$ cat config.mk
export PLATFORM = sky130hd
export DESIGN_NAME = fetch_frontend_top
export DESIGN_NICKNAME = d
export VERILOG_FILES = /design/src/hdl/fetch_pkg.sv /design/src/hdl/fetch_prefetch_buffer.sv /design/src/hdl/fetch_hwloop_ctrl.sv /design/src/hdl/fetch_hwloop_regs.sv /design/src/hdl/fetch_compressed_expander.sv /design/src/hdl/fetch_if_stage.sv /design/src/hdl/fetch_frontend_top.sv
export SDC_FILE = /design/constraint.sdc
export NUM_CORES = 1
export LEC_CHECK = 0
export CAP_MARGIN = 30
export CORE_ASPECT_RATIO = 1.25
export CORE_MARGIN = 4
export CORE_UTILIZATION = 38
export CTS_CLUSTER_DIAMETER = 120
export DETAILED_ROUTE_END_ITERATION = 16
export DONT_BUFFER_PORTS = 1
export PLACE_DENSITY_LB_ADDON = 0.08
export SLEW_MARGIN = 30
export SYNTH_ARGS = -nofsm -noshare
export SYNTH_HDL_FRONTEND = slang
export SYNTH_HIERARCHICAL = 1
export SYNTH_SLANG_ARGS = --single-unit
$ cat constraint.sdc
create_clock -name clk -period 22.6 [get_ports clk]
set_input_delay 2.26 -clock clk [delete_from_list [all_inputs] [get_ports clk]]
set_output_delay 2.26 -clock clk [all_outputs]
set_load 0.05 [all_outputs]
$ cat src/hdl/fetch_pkg.sv
// shared codes and structs of the fetch front end
// a loop-register write can address loops 0 and 1 only
`default_nettype none

package fetch_pkg;

  // ----------------------------------------
  // redirect sources
  // ----------------------------------------
  typedef enum logic [2:0] {
    PC_BOOT,
    PC_JUMP,
    PC_BRANCH,
    PC_EXCEPTION,
    PC_MRET,
    PC_DRET,
    PC_FENCEI
  } pc_sel_e;

  // trap vector source inside PC_EXCEPTION
  typedef enum logic [1:0] {
    EXC_PC_EXCEPTION,
    EXC_PC_IRQ,
    EXC_PC_DBD
  } exc_sel_e;

  // ----------------------------------------
  // payloads
  // ----------------------------------------
  // one fetched word with the address it came from
  typedef struct packed {
    logic [31:0] addr;
    logic [31:0] rdata;
  } fetch_word_t;

  // IF/ID register contents
  typedef struct packed {
    logic [31:0] instr;
    logic [31:0] pc;
    logic        is_compressed;
    logic        illegal_c;
    logic        is_hwlp;
  } if_id_t;

  // one hardware loop
  typedef struct packed {
    logic [31:0] start;
    logic [31:0] end_addr;
    logic [31:0] count;
  } hwlp_cfg_t;

  // loop-register write; sel picks start, end or count
  typedef struct packed {
    logic        valid;
    logic        idx;
    logic [1:0]  sel;
    logic [31:0] data;
  } hwlp_wr_t;

  localparam logic [1:0] HWLP_SEL_START = 2'd0;
  localparam logic [1:0] HWLP_SEL_END   = 2'd1;
  localparam logic [1:0] HWLP_SEL_COUNT = 2'd2;

  // debug module halt entry
  localparam logic [31:0] DEFAULT_DM_HALT_ADDR = 32'h1A11_0800;

endpackage

`default_nettype wire

$ cat src/hdl/fetch_prefetch_buffer.sv
// word requests only; responses must come back in order and are never stalled
// instr_addr_o may change without a grant only in the cycle of a redirect
`timescale 1ns/10ps
`default_nettype none

module fetch_prefetch_buffer #(
  parameter int DEPTH = 4
) (
  input  logic                   clk,
  input  logic                   rst_n,
  input  logic                   req_i,
  input  logic                   branch_i,
  input  logic [31:0]            branch_addr_i,
  input  logic                   ready_i,
  output logic                   valid_o,
  output fetch_pkg::fetch_word_t word_o,
  output logic                   instr_req_o,
  output logic [31:0]            instr_addr_o,
  input  logic                   instr_gnt_i,
  input  logic                   instr_rvalid_i,
  input  logic [31:0]            instr_rdata_i,
  output logic                   busy_o
);
  import fetch_pkg::*;

  localparam int PW = $clog2(DEPTH);
  localparam int CW = $clog2(DEPTH + 1);

  fetch_word_t   fifo_mem [DEPTH];
  logic [PW-1:0] rd_ptr_q, wr_ptr_q;
  logic [CW-1:0] fifo_cnt_q, out_cnt_q, out_cnt_n, drop_cnt_q;
  logic [CW:0]   in_use;
  logic [31:0]   fetch_addr_q, resp_addr_q;
  logic          armed_q;
  logic          granted, drop, push, pop;

  // queued words plus words on the bus bound the request window
  assign in_use       = {1'b0, fifo_cnt_q} + {1'b0, out_cnt_q};
  assign instr_req_o  = armed_q & req_i & (in_use < DEPTH);
  assign instr_addr_o = fetch_addr_q;
  assign granted      = instr_req_o & instr_gnt_i;
  assign out_cnt_n    = out_cnt_q + CW'(granted) - CW'(instr_rvalid_i);

  // responses granted before a redirect are stale
  assign drop = instr_rvalid_i & ((drop_cnt_q != '0) | branch_i);
  assign push = instr_rvalid_i & ~drop;
  assign pop  = valid_o & ready_i & ~branch_i;

  assign valid_o = (fifo_cnt_q != '0);
  assign word_o  = fifo_mem[rd_ptr_q];
  assign busy_o  = instr_req_o | (out_cnt_q != '0);

  always_ff @(posedge clk or negedge rst_n) begin
    if (!rst_n) begin
      armed_q      <= 1'b0;
      fetch_addr_q <= '0;
      resp_addr_q  <= '0;
      out_cnt_q    <= '0;
      drop_cnt_q   <= '0;
      fifo_cnt_q   <= '0;
      rd_ptr_q     <= '0;
      wr_ptr_q     <= '0;
    end else begin
      out_cnt_q <= out_cnt_n;
      if (branch_i) begin
        // flush; everything still on the bus gets dropped
        armed_q      <= 1'b1;
        fetch_addr_q <= branch_addr_i;
        resp_addr_q  <= branch_addr_i;
        drop_cnt_q   <= out_cnt_n;
        fifo_cnt_q   <= '0;
        rd_ptr_q     <= '0;
        wr_ptr_q     <= '0;
      end else begin
        if (granted) begin
          fetch_addr_q <= fetch_addr_q + 32'd4;
        end
        if (drop) begin
          drop_cnt_q <= drop_cnt_q - 1'b1;
        end
        // in-order responses, so the address just follows the pushes
        if (push) begin
          resp_addr_q <= resp_addr_q + 32'd4;
          wr_ptr_q    <= (wr_ptr_q == PW'(DEPTH - 1)) ? '0 : wr_ptr_q + 1'b1;
        end
        if (pop) begin
          rd_ptr_q <= (rd_ptr_q == PW'(DEPTH - 1)) ? '0 : rd_ptr_q + 1'b1;
        end
        fifo_cnt_q <= fifo_cnt_q + CW'(push) - CW'(pop);
      end
    end
  end

  always_ff @(posedge clk) begin
    if (push) begin
      fifo_mem[wr_ptr_q] <= '{addr: resp_addr_q, rdata: instr_rdata_i};
    end
  end

  // ----------------------------------------
  // bus and queue checks
  // ----------------------------------------
  assert property (@(posedge clk) disable iff (!rst_n) instr_gnt_i |-> instr_req_o)
    else $error("instr bus grant without request");
  assert property (@(posedge clk) disable iff (!rst_n) instr_rvalid_i |-> (out_cnt_q != '0))
    else $error("instr bus rvalid with nothing in flight");
  assert property (@(posedge clk) disable iff (!rst_n) push |-> (fifo_cnt_q < DEPTH))
    else $error("prefetch queue overflow");

endmodule

`default_nettype wire

$ cat src/hdl/fetch_hwloop_ctrl.sv
// lowest matching loop wins; a count of 1 ends the loop without a jump
`timescale 1ns/10ps
`default_nettype none

module fetch_hwloop_ctrl #(
  parameter int N_HWLP = 2
) (
  input  logic [31:0]                     pc_i,
  input  fetch_pkg::hwlp_cfg_t [N_HWLP-1:0] cfg_i,
  output logic                            jump_o,
  output logic [31:0]                     target_o,
  output logic [N_HWLP-1:0]               dec_o
);

  always_comb begin
    jump_o   = 1'b0;
    target_o = '0;
    dec_o    = '0;
    // walk downward so the lowest index is assigned last
    for (int i = N_HWLP - 1; i >= 0; i--) begin
      if (pc_i == cfg_i[i].end_addr && cfg_i[i].count != 32'd0) begin
        dec_o    = '0;
        dec_o[i] = 1'b1;
        // last pass falls through to end + 4
        jump_o   = (cfg_i[i].count > 32'd1);
        target_o = cfg_i[i].start;
      end
    end
  end

endmodule

`default_nettype wire

$ cat src/hdl/fetch_hwloop_regs.sv
// one write per cycle; a write to a loop blocks its decrement in that cycle
// the write index is one bit, so only loops 0 and 1 are writable
`timescale 1ns/10ps
`default_nettype none

module fetch_hwloop_regs #(
  parameter int N_HWLP = 2
) (
  input  logic                            clk,
  input  logic                            rst_n,
  input  fetch_pkg::hwlp_wr_t             wr_i,
  input  logic [N_HWLP-1:0]               dec_i,
  output fetch_pkg::hwlp_cfg_t [N_HWLP-1:0] cfg_o
);
  import fetch_pkg::*;

  hwlp_cfg_t [N_HWLP-1:0] cfg_q;

  always_ff @(posedge clk or negedge rst_n) begin
    if (!rst_n) begin
      cfg_q <= '0;
    end else begin
      for (int i = 0; i < N_HWLP; i++) begin
        if (wr_i.valid && int'(wr_i.idx) == i) begin
          case (wr_i.sel)
            HWLP_SEL_START: cfg_q[i].start    <= wr_i.data;
            HWLP_SEL_END:   cfg_q[i].end_addr <= wr_i.data;
            HWLP_SEL_COUNT: cfg_q[i].count    <= wr_i.data;
            default: ;
          endcase
        end else if (dec_i[i]) begin
          cfg_q[i].count <= cfg_q[i].count - 32'd1;
        end
      end
    end
  end

  assign cfg_o = cfg_q;

  // the IF stage only strobes loops that are still running
  for (genvar g = 0; g < N_HWLP; g++) begin : g_dec_chk
    assert property (@(posedge clk) disable iff (!rst_n) dec_i[g] |-> (cfg_q[g].count != '0))
      else $error("hardware loop %0d decremented at count 0", g);
  end

endmodule

`default_nettype wire

$ cat src/hdl/fetch_compressed_expander.sv
// rv32c subset only; any other 16-bit form, zero included, is flagged illegal
`timescale 1ns/10ps
`default_nettype none

module fetch_compressed_expander (
  input  logic [31:0] instr_i,
  output logic [31:0] instr_o,
  output logic        is_compressed_o,
  output logic        illegal_o
);

  logic [15:0] half;
  logic [31:0] c_exp;
  logic        ok;

  // compressed instructions sit in the low half of the word
  assign half            = instr_i[15:0];
  assign is_compressed_o = (instr_i[1:0] != 2'b11);

  always_comb begin
    c_exp = instr_i;
    ok    = 1'b0;
    // quadrant and funct3
    case ({half[1:0], half[15:13]})
      // c.addi -> addi rd, rd, imm
      5'b01_000: begin
        c_exp = {{6{half[12]}}, half[12], half[6:2], half[11:7], 3'b000,
                 half[11:7], 7'b0010011};
        ok    = 1'b1;
      end
      // c.li -> addi rd, x0, imm
      5'b01_010: begin
        c_exp = {{6{half[12]}}, half[12], half[6:2], 5'd0, 3'b000,
                 half[11:7], 7'b0010011};
        ok    = 1'b1;
      end
      // c.j -> jal x0, offset
      5'b01_101: begin
        c_exp = {half[12], half[8], half[10:9], half[6], half[7], half[2], half[11],
                 half[5:3], half[12], {8{half[12]}}, 5'd0, 7'b1101111};
        ok    = 1'b1;
      end
      // c.lwsp -> lw rd, off(x2)
      5'b10_010: begin
        c_exp = {4'b0, half[3:2], half[12], half[6:4], 2'b00, 5'd2, 3'b010,
                 half[11:7], 7'b0000011};
        // rd of x0 is reserved
        ok    = (half[11:7] != 5'd0);
      end
      // c.swsp -> sw rs2, off(x2)
      5'b10_110: begin
        c_exp = {4'b0, half[8:7], half[12], half[6:2], 5'd2, 3'b010,
                 half[11:9], 2'b00, 7'b0100011};
        ok    = 1'b1;
      end
      // c.jr, c.mv and c.add share funct3 100
      5'b10_100: begin
        if (!half[12] && half[6:2] == 5'd0) begin
          // c.jr -> jalr x0, 0(rs1)
          c_exp = {12'b0, half[11:7], 3'b000, 5'd0, 7'b1100111};
          ok    = (half[11:7] != 5'd0);
        end else if (half[6:2] != 5'd0) begin
          // c.mv reads x0 as rs1, c.add reads rd
          c_exp = {7'b0, half[6:2], (half[12] ? half[11:7] : 5'd0), 3'b000,
                   half[11:7], 7'b0110011};
          ok    = 1'b1;
        end
      end
      default: ;
    endcase
  end

  // illegal halves go out raw
  assign instr_o   = (is_compressed_o && ok) ? c_exp : instr_i;
  assign illegal_o = is_compressed_o & ~ok;

endmodule

`default_nettype wire

$ cat src/hdl/fetch_if_stage.sv
// one instruction per 32-bit word and pc steps by 4; machine-mode traps only
// the first req_i after reset always fetches from boot_addr_i
`timescale 1ns/10ps
`default_nettype none

module fetch_if_stage #(
  parameter int          N_HWLP         = 2,
  parameter int          PREFETCH_DEPTH = 4,
  parameter logic [31:0] DM_HALT_ADDR   = fetch_pkg::DEFAULT_DM_HALT_ADDR
) (
  input  logic                            clk,
  input  logic                            rst_n,
  input  logic                            req_i,
  input  logic [31:0]                     boot_addr_i,
  input  logic [23:0]                     mtvec_base_i,
  input  logic                            pc_set_i,
  input  fetch_pkg::pc_sel_e              pc_mux_i,
  input  fetch_pkg::exc_sel_e             exc_pc_mux_i,
  input  logic [4:0]                      exc_vec_i,
  input  logic [31:0]                     jump_target_id_i,
  input  logic [31:0]                     jump_target_ex_i,
  input  logic [31:0]                     mepc_i,
  input  logic [31:0]                     depc_i,
  output logic                            instr_req_o,
  output logic [31:0]                     instr_addr_o,
  input  logic                            instr_gnt_i,
  input  logic                            instr_rvalid_i,
  input  logic [31:0]                     instr_rdata_i,
  input  fetch_pkg::hwlp_cfg_t [N_HWLP-1:0] hwlp_cfg_i,
  output logic [N_HWLP-1:0]               hwlp_dec_o,
  input  logic                            halt_if_i,
  input  logic                            id_ready_i,
  input  logic                            clear_instr_valid_i,
  output logic                            instr_valid_id_o,
  output fetch_pkg::if_id_t               if_id_o,
  output logic [31:0]                     pc_if_o,
  output logic                            if_busy_o,
  output logic                            perf_imiss_o
);
  import fetch_pkg::*;

  typedef enum logic {IDLE, WAIT} fsm_e;

  fsm_e              fsm_q;
  fetch_word_t       fetch_word;
  logic              fetch_valid, prefetch_busy, if_valid;
  logic              branch_req, hwlp_jump;
  logic [31:0]       branch_addr, fetch_addr_n, exc_pc, hwlp_target;
  logic [N_HWLP-1:0] hwlp_dec;
  logic [31:0]       instr_exp;
  logic              instr_is_c, instr_illegal_c;

  // ----------------------------------------
  // redirect address
  // ----------------------------------------
  always_comb begin
    unique case (exc_pc_mux_i)
      EXC_PC_IRQ: exc_pc = {mtvec_base_i, 1'b0, exc_vec_i, 2'b00};
      EXC_PC_DBD: exc_pc = DM_HALT_ADDR;
      default:    exc_pc = {mtvec_base_i, 8'h00};
    endcase
  end

  always_comb begin
    unique case (pc_mux_i)
      PC_JUMP:      fetch_addr_n = jump_target_id_i;
      PC_BRANCH:    fetch_addr_n = jump_target_ex_i;
      PC_EXCEPTION: fetch_addr_n = exc_pc;
      PC_MRET:      fetch_addr_n = mepc_i;
      PC_DRET:      fetch_addr_n = depc_i;
      // refetch right after the fence.i in ID
      PC_FENCEI:    fetch_addr_n = if_id_o.pc + 32'd4;
      default:      fetch_addr_n = boot_addr_i;
    endcase
  end

  // pc_set_i beats the boot start, which beats a loop jump
  always_comb begin
    if (pc_set_i) begin
      branch_addr = fetch_addr_n;
    end else if (fsm_q == IDLE) begin
      branch_addr = boot_addr_i;
    end else begin
      branch_addr = hwlp_target;
    end
  end

  // ----------------------------------------
  // request FSM
  // ----------------------------------------
  always_ff @(posedge clk or negedge rst_n) begin
    if (!rst_n) begin
      fsm_q <= IDLE;
    end else if (req_i || pc_set_i) begin
      fsm_q <= WAIT;
    end
  end

  // a word moves into IF/ID only with no stall and no redirect
  assign if_valid   = (fsm_q == WAIT) & fetch_valid & id_ready_i & ~halt_if_i & ~pc_set_i;
  assign branch_req = pc_set_i | ((fsm_q == IDLE) & req_i) | (if_valid & hwlp_jump);

  fetch_prefetch_buffer #(
    .DEPTH (PREFETCH_DEPTH)
  ) prefetch_buffer_i (
    .clk            (clk),
    .rst_n          (rst_n),
    .req_i          (req_i),
    .branch_i       (branch_req),
    .branch_addr_i  ({branch_addr[31:2], 2'b00}),
    .ready_i        (if_valid),
    .valid_o        (fetch_valid),
    .word_o         (fetch_word),
    .instr_req_o    (instr_req_o),
    .instr_addr_o   (instr_addr_o),
    .instr_gnt_i    (instr_gnt_i),
    .instr_rvalid_i (instr_rvalid_i),
    .instr_rdata_i  (instr_rdata_i),
    .busy_o         (prefetch_busy)
  );

  // loop end check on the word at the head of the queue
  fetch_hwloop_ctrl #(
    .N_HWLP (N_HWLP)
  ) hwloop_ctrl_i (
    .pc_i     (fetch_word.addr),
    .cfg_i    (hwlp_cfg_i),
    .jump_o   (hwlp_jump),
    .target_o (hwlp_target),
    .dec_o    (hwlp_dec)
  );

  fetch_compressed_expander expander_i (
    .instr_i         (fetch_word.rdata),
    .instr_o         (instr_exp),
    .is_compressed_o (instr_is_c),
    .illegal_o       (instr_illegal_c)
  );

  // one strobe per accepted loop-end word
  assign hwlp_dec_o   = hwlp_dec & {N_HWLP{if_valid}};
  assign pc_if_o      = fetch_word.addr;
  assign if_busy_o    = prefetch_busy;
  assign perf_imiss_o = ((fsm_q == WAIT) & ~fetch_valid) | branch_req;

  // ----------------------------------------
  // IF/ID register
  // ----------------------------------------
  always_ff @(posedge clk or negedge rst_n) begin
    if (!rst_n) begin
      instr_valid_id_o <= 1'b0;
    end else if (if_valid) begin
      instr_valid_id_o <= 1'b1;
    end else if (clear_instr_valid_i) begin
      instr_valid_id_o <= 1'b0;
    end
  end

  always_ff @(posedge clk) begin
    if (if_valid) begin
      if_id_o.instr         <= instr_exp;
      if_id_o.pc            <= fetch_word.addr;
      if_id_o.is_compressed <= instr_is_c;
      if_id_o.illegal_c     <= instr_illegal_c;
      if_id_o.is_hwlp       <= hwlp_jump;
    end
  end

endmodule

`default_nettype wire

$ cat src/hdl/fetch_frontend_top.sv
// fetch front end with its loop registers; loops are written over hwlp_wr_i
`timescale 1ns/10ps
`default_nettype none

module fetch_frontend_top #(
  parameter int          N_HWLP         = 2,
  parameter int          PREFETCH_DEPTH = 4,
  parameter logic [31:0] DM_HALT_ADDR   = fetch_pkg::DEFAULT_DM_HALT_ADDR
) (
  input  logic                clk,
  input  logic                rst_n,
  input  logic                req_i,
  input  logic [31:0]         boot_addr_i,
  input  logic [23:0]         mtvec_base_i,
  input  logic                pc_set_i,
  input  fetch_pkg::pc_sel_e  pc_mux_i,
  input  fetch_pkg::exc_sel_e exc_pc_mux_i,
  input  logic [4:0]          exc_vec_i,
  input  logic [31:0]         jump_target_id_i,
  input  logic [31:0]         jump_target_ex_i,
  input  logic [31:0]         mepc_i,
  input  logic [31:0]         depc_i,
  output logic                instr_req_o,
  output logic [31:0]         instr_addr_o,
  input  logic                instr_gnt_i,
  input  logic                instr_rvalid_i,
  input  logic [31:0]         instr_rdata_i,
  input  fetch_pkg::hwlp_wr_t hwlp_wr_i,
  input  logic                halt_if_i,
  input  logic                id_ready_i,
  input  logic                clear_instr_valid_i,
  output logic                instr_valid_id_o,
  output fetch_pkg::if_id_t   if_id_o,
  output logic [31:0]         pc_if_o,
  output logic                if_busy_o,
  output logic                perf_imiss_o
);
  import fetch_pkg::*;

  hwlp_cfg_t [N_HWLP-1:0] hwlp_cfg;
  logic [N_HWLP-1:0]      hwlp_dec;

  fetch_if_stage #(
    .N_HWLP         (N_HWLP),
    .PREFETCH_DEPTH (PREFETCH_DEPTH),
    .DM_HALT_ADDR   (DM_HALT_ADDR)
  ) if_stage_i (
    .clk                 (clk),
    .rst_n               (rst_n),
    .req_i               (req_i),
    .boot_addr_i         (boot_addr_i),
    .mtvec_base_i        (mtvec_base_i),
    .pc_set_i            (pc_set_i),
    .pc_mux_i            (pc_mux_i),
    .exc_pc_mux_i        (exc_pc_mux_i),
    .exc_vec_i           (exc_vec_i),
    .jump_target_id_i    (jump_target_id_i),
    .jump_target_ex_i    (jump_target_ex_i),
    .mepc_i              (mepc_i),
    .depc_i              (depc_i),
    .instr_req_o         (instr_req_o),
    .instr_addr_o        (instr_addr_o),
    .instr_gnt_i         (instr_gnt_i),
    .instr_rvalid_i      (instr_rvalid_i),
    .instr_rdata_i       (instr_rdata_i),
    .hwlp_cfg_i          (hwlp_cfg),
    .hwlp_dec_o          (hwlp_dec),
    .halt_if_i           (halt_if_i),
    .id_ready_i          (id_ready_i),
    .clear_instr_valid_i (clear_instr_valid_i),
    .instr_valid_id_o    (instr_valid_id_o),
    .if_id_o             (if_id_o),
    .pc_if_o             (pc_if_o),
    .if_busy_o           (if_busy_o),
    .perf_imiss_o        (perf_imiss_o)
  );

  // count, start and end of every loop
  fetch_hwloop_regs #(
    .N_HWLP (N_HWLP)
  ) hwloop_regs_i (
    .clk   (clk),
    .rst_n (rst_n),
    .wr_i  (hwlp_wr_i),
    .dec_i (hwlp_dec),
    .cfg_o (hwlp_cfg)
  );

endmodule

`default_nettype wire

Yosys cells after proc, flatten, opt, wreduce, memory -nomap -nowiden
Memories as Yosys holds them, arrays and structs flattened.
Cells that the tools add are included.
Word-level totals
  bits in registers: 339
  bits in writable memories: 256
  bits of input ports: 271
  word-level logic and storage cells: 161
  memories: 1
Memory list
  if_stage_i.prefetch_buffer_i.fifo_mem: depth 4, bits a word 64, rd ports 1, clocked after memory_dff 0, write ports 1, line fetch_prefetch_buffer.sv:29  | fetch_word_t fifo_mem [DEPTH];
Operators by class
  add/sub/neg operators: 13
  $lt $le $gt $ge: 3
  equality and inequality tests: 23
  mux-type cells: 40
  bitwise logic cells: 29
  reduce and logical (&&, ||, !) cells: 31
Operators with widths (count)
  32-bit 2-to-1 mux: 16
  32-bit case mux with 6 select lines: 2
  32-bit by 3-bit adder with 32-bit output, second input constant: 3
  32-bit == test: 2
  32-bit by 1-bit > comparator with 1-bit output, second input constant: 2
  32-bit case mux with 2 select lines: 1
  32-bit nonzero test: 2
  32-bit by 1-bit subtractor with 32-bit output, second input constant: 2
  2-bit 2-to-1 mux: 8
  1-bit AND: 15
  5-bit by 4-bit == test with 1-bit output, second input constant: 3
  5-bit == test, second input constant: 3
  2-bit nonzero test: 7
  2-bit AND reduction: 6
  5-bit nonzero test: 2
  3-bit == test, second input constant: 3
  3-bit 2-to-1 mux: 3
  3-bit nonzero test: 3
  2-bit == test, second input constant: 4
  1-bit 2-to-1 mux: 8
  1-bit NOT: 8
  3-bit by 1-bit adder with 3-bit output: 2
  3-bit by 2-bit == test with 1-bit output, second input constant: 2
  1-bit logical AND: 6
  17 further kinds: 26

Longest topological paths before layout
  word-level depth: 14
  depth in mapped cells: 21
  gate-level depth less buffers: 17

Cells and area by module
The synthesis kept the hierarchy.
Modules (own cells, without submodules)
  fetch_prefetch_buffer: instances 1, cells an instance 781, area an instance 13679.4 um^2, seq. area each 9639.2 um^2
  fetch_hwloop_regs: instances 1, cells an instance 770, area an instance 8798.4 um^2, seq. area each 4804.6 um^2
  fetch_if_stage: instances 1, cells an instance 539, area an instance 5078.6 um^2, seq. area each 2062.0 um^2
  fetch_hwloop_ctrl: instances 1, cells an instance 189, area an instance 1614.0 um^2, seq. area each 0.0 um^2
  fetch_compressed_expander: instances 1, cells an instance 102, area an instance 688.2 um^2, seq. area each 0.0 um^2

Worst setup path after synthesis
No wires, ideal clock.
  path kind: input -> output
  start point: input port pc_set_i
  end point: output port perf_imiss_o
  data arrival time: 10382 ps
  data required time: 20340 ps
  setup slack: 9958 ps
  cell stages on the path: 3
  path buffers: 0
  cell sequence: nor4_1 > a221o_1 > o21bai_1
Between the ends
  word-level cells in the longest chain between the ends: 5
  elaborated cells on any way between the ends: 6
  those cells by class: bitwise (6)
Ends and longest elaborated chain
  from (decl): line fetch_frontend_top.sv:15  | input logic pc_set_i,
  1-bit NOT: line fetch_if_stage.sv:100  | assign if_valid = (fsm_q == WAIT) & fetch_valid & id_ready_i & ~halt_if_i & ~pc_set_i;
  1-bit AND: line fetch_if_stage.sv:100
  1-bit AND: line fetch_if_stage.sv:101  | assign branch_req = pc_set_i | ((fsm_q == IDLE) & req_i) | (if_valid & hwlp_jump);
  1-bit bitwise OR *: line fetch_if_stage.sv:101
  via if_stage_i.branch_req: line fetch_if_stage.sv:47  | logic branch_req, hwlp_jump;
  1-bit bitwise OR *: line fetch_if_stage.sv:144  | assign perf_imiss_o = ((fsm_q == WAIT) & ~fetch_valid) | branch_req;
  to (decl): line fetch_frontend_top.sv:36  | output logic perf_imiss_o
Mark *: on every way through the listed nets, which the timed path passes. The rest lies on a longest branch.

Worst setup path in the final report
  start point: register if_stage_i.prefetch_buffer_i.rd_ptr_q[0]
  end point: output port perf_imiss_o
Between the ends
  word-level cells in the longest chain between the ends: 8
  elaborated cells on any way between the ends: 10
  those cells by class: eq/ne (2); mux (2); bitwise (3); reduce/logical (2); memory (1)
Ends and longest elaborated chain
  from (decl): line fetch_prefetch_buffer.sv:30  | logic [PW-1:0] rd_ptr_q, wr_ptr_q;
  from (signal assigned): line fetch_prefetch_buffer.sv:87  | rd_ptr_q <= (rd_ptr_q == PW'(DEPTH - 1)) ? '0 : rd_ptr_q + 1'b1;
  memory 4 x 64 bit *
  via pc_if_o[26]: line fetch_frontend_top.sv:34  | output logic [31:0] pc_if_o,
  32-bit == test: line fetch_hwloop_ctrl.sv:21  | if (pc_i == cfg_i[i].end_addr && cfg_i[i].count != 32'd0) begin
  1-bit logical AND: line fetch_hwloop_ctrl.sv:21
  1-bit 2-to-1 mux: line fetch_hwloop_ctrl.sv:21
  1-bit 2-to-1 mux *: line fetch_hwloop_ctrl.sv:21
  via if_stage_i.hwlp_jump: line fetch_if_stage.sv:47
  1-bit AND *: line fetch_if_stage.sv:101
  1-bit bitwise OR *: line fetch_if_stage.sv:101
  via if_stage_i.branch_req: line fetch_if_stage.sv:47
  1-bit bitwise OR *: line fetch_if_stage.sv:144
Marked as above.

==> flow_summary.yaml <==
setup_path:
  crit_type: "register to output port"
  worstSetupEndpointType: "output port"
  crit_fanout: 48
  worst_ep_required_time_ps: 20340
  arrival_ps: 6160
  start_kind: "register"
timing:
  slew_violations: 0
  period_share_pct: 37.2
  hold_viol_final: 0
  rsz0062_at_grt: "no"
  finalSetupViolCount: 0
  tns_ps: 0
  worst_slack_ps: 14180
  fin_crit_ps: 8420
  max_freq_ghz: 0.119
  finalHoldWorstSlack_ps: 469
  skew_ps: 34.9
  worstMarginPinSlew_ps: 999
  max_slew_margin_pct: 33.4
pwr:
  p_leak_nw: 11.8
  powerDensity_nw_per_um2: 86.5
  ir_drop_uv: 62.0
  power_mw: 2.86
floorplan:
  io_pins: 406
  rows: 114
  core-area_sq_um: 77500
  fp.dieH_um: 320
  die_x_um: 258
  floorplan.initialDensity_pct: 38.3
  dieArea_sq_um: 82700
global_route:
  grt_pass1_wl_mm: 154
  grt_overflow_total: 0
  grt_max_degree: 269
  antenna_found_initial: 3
  gr-usage-all-layers_pct: 25.4
  grt_pass1_vias: 20860
clocking:
  root_buffer: "clkbuf_16"
  numCtsBuffers: 67
  clk_pin_slew_ps: 60
  worstSkewPairLatency_ps: 620
  cts_tree: "yes"
  post_cts_buffers: 0
  htreeDepth: 3
  ctsHoldBuffers: 0
  cts_resized: 0
  clock_path_buffers: 3
  clock-sinks: 591
cells_and_area:
  final_area_sq_um: 33100
  layout_commonest_cell: "edfxtp_1"
  final_util_pct: 42.7
  nets: 2631
  layout.cells.non_filler: 3440
  final_cell_mix: "323 x edfxtp_1, 265 x dfrtp_1, 179 x mux2_2, 143 x nor2_1, 118 x nand2_1"
  synthToLayoutAreaGrowth_pct: 11.4
  drive_gt1_share_pct: 19.2
synth:
  synth_cells: 2369
  syn_area_per_cell_sq_um: 12.5
  ys_warn_count: 6
  syn_area_sq_um: 29700
worst_hold_path:
  hold_path.class: "register to register"
status:
  status: "finished clean"
detailed_routing:
  wl_mm: 109
  wl_per_cell_um: 31.6
  dr.pass1.iters: 6
  drtAntennaViolNets: 0
  drt-initial-drc-count: 1811
  drc: 0
  vias: 20837
  vias_per_cell: 6.06
place:
  place_worst_setup_slack_ps: 14540
  place_hpwl_mm: 77.9
  placedInstanceArea_sq_um: 30800
  gp_congestion: 0.931
  dp_cells: 3312
  io_buffers: 0
run:
  maxCapViolations: 0
layer usage:
metal / track usage (%) / vias up / share of wire, %
met3: 6.54 / 120 / 7.5
li1: - / 9099 / -
met5: 0 / - / 0.012
met4: 5.16 / 2 / 1.9
met1: 33.1 / 10897 / 41
met2: 43.3 / 719 / 50
worst paths after layout:
path / from / end / slack, ps / depth (start not counted)
setup / recovery: if_stage_i/prefetch_buffer_i/rd_ptr_q[0]$_DFFE_PN0P_ / perf_imiss_o / 14180 / 11
min in group asynchronous: rst_n / hwloop_regs_i/cfg_o[111]$_DFFE_PN0P_ / 1340 / 0
max in group asynchronous: rst_n / if_stage_i/prefetch_buffer_i/rd_ptr_q[0]$_DFFE_PN0P_ / 20340 / 0
hold / removal: if_stage_i/prefetch_buffer_i/armed_q$_DFFE_PN0P_ / if_stage_i/prefetch_buffer_i/armed_q$_DFFE_PN0P_ / 470 / 1
setup reg to reg: if_stage_i/prefetch_buffer_i/rd_ptr_q[0]$_DFFE_PN0P_ / if_stage_i/prefetch_buffer_i/fifo_cnt_q[2]$_DFF_PN0_ / 15680 / 21
hold reg to reg: if_stage_i/prefetch_buffer_i/armed_q$_DFFE_PN0P_ / if_stage_i/prefetch_buffer_i/armed_q$_DFFE_PN0P_ / 470 / 1
state kept, by name, indices dropped and copies added, names as in the netlist:
signal / flops
if_stage_i/prefetch_buffer_i/fifo_cnt_q: 3
if_stage_i/prefetch_buffer_i/out_cnt_q: 3
if_stage_i/fsm_q: 1
hwloop_regs_i/cfg_o: 188
if_stage_i/prefetch_buffer_i/drop_cnt_q: 3
if_stage_i/prefetch_buffer_i/wr_ptr_q: 2
if_stage_i/prefetch_buffer_i/fifo_mem: 256
if_stage_i/prefetch_buffer_i/armed_q: 1
if_stage_i/instr_valid_id_o: 1
if_stage_i/prefetch_buffer_i/instr_addr_o: 32
if_stage_i/prefetch_buffer_i/rd_ptr_q: 2
if_stage_i/prefetch_buffer_i/resp_addr_q: 32
if_stage_i/if_id_o: 67
power breakdown:
part	switching (mW)	internal (mW)	leakage, nW	total (mW)
logic	0.200	0.151	4.50	0.351
clock network	0.464	0.649	1.10	1.11
registers	0.138	1.26	6.15	1.39
total	0.802	2.06	11.8	2.86
critical path, stage by stage (launching register included):
cell and delay (ps):
dfrtp_4 890, buf_4 690, mux4_2 900, xor2_1 260
nor4_1 350, nand4_1 140, buf_4 290, or3_1 390
o32ai_1 410, a221o_2 280, buf_4 460, o21bai_2 410
area by class of cell:
class | count | area (sq um)
Sequential cell | 591 | 16400
Multi-Input combinational cell | 1601 | 12600
Antenna cell | 3 | 7.51
Timing Repair Buffer | 38 | 300
Inverter | 40 | 150
Tap cell | 1044 | 1310
Fill cell | 7224 | 44400
Clock buffer | 84 | 1820
Clock inverter | 39 | 433
(Power assumes the default switching activity.)
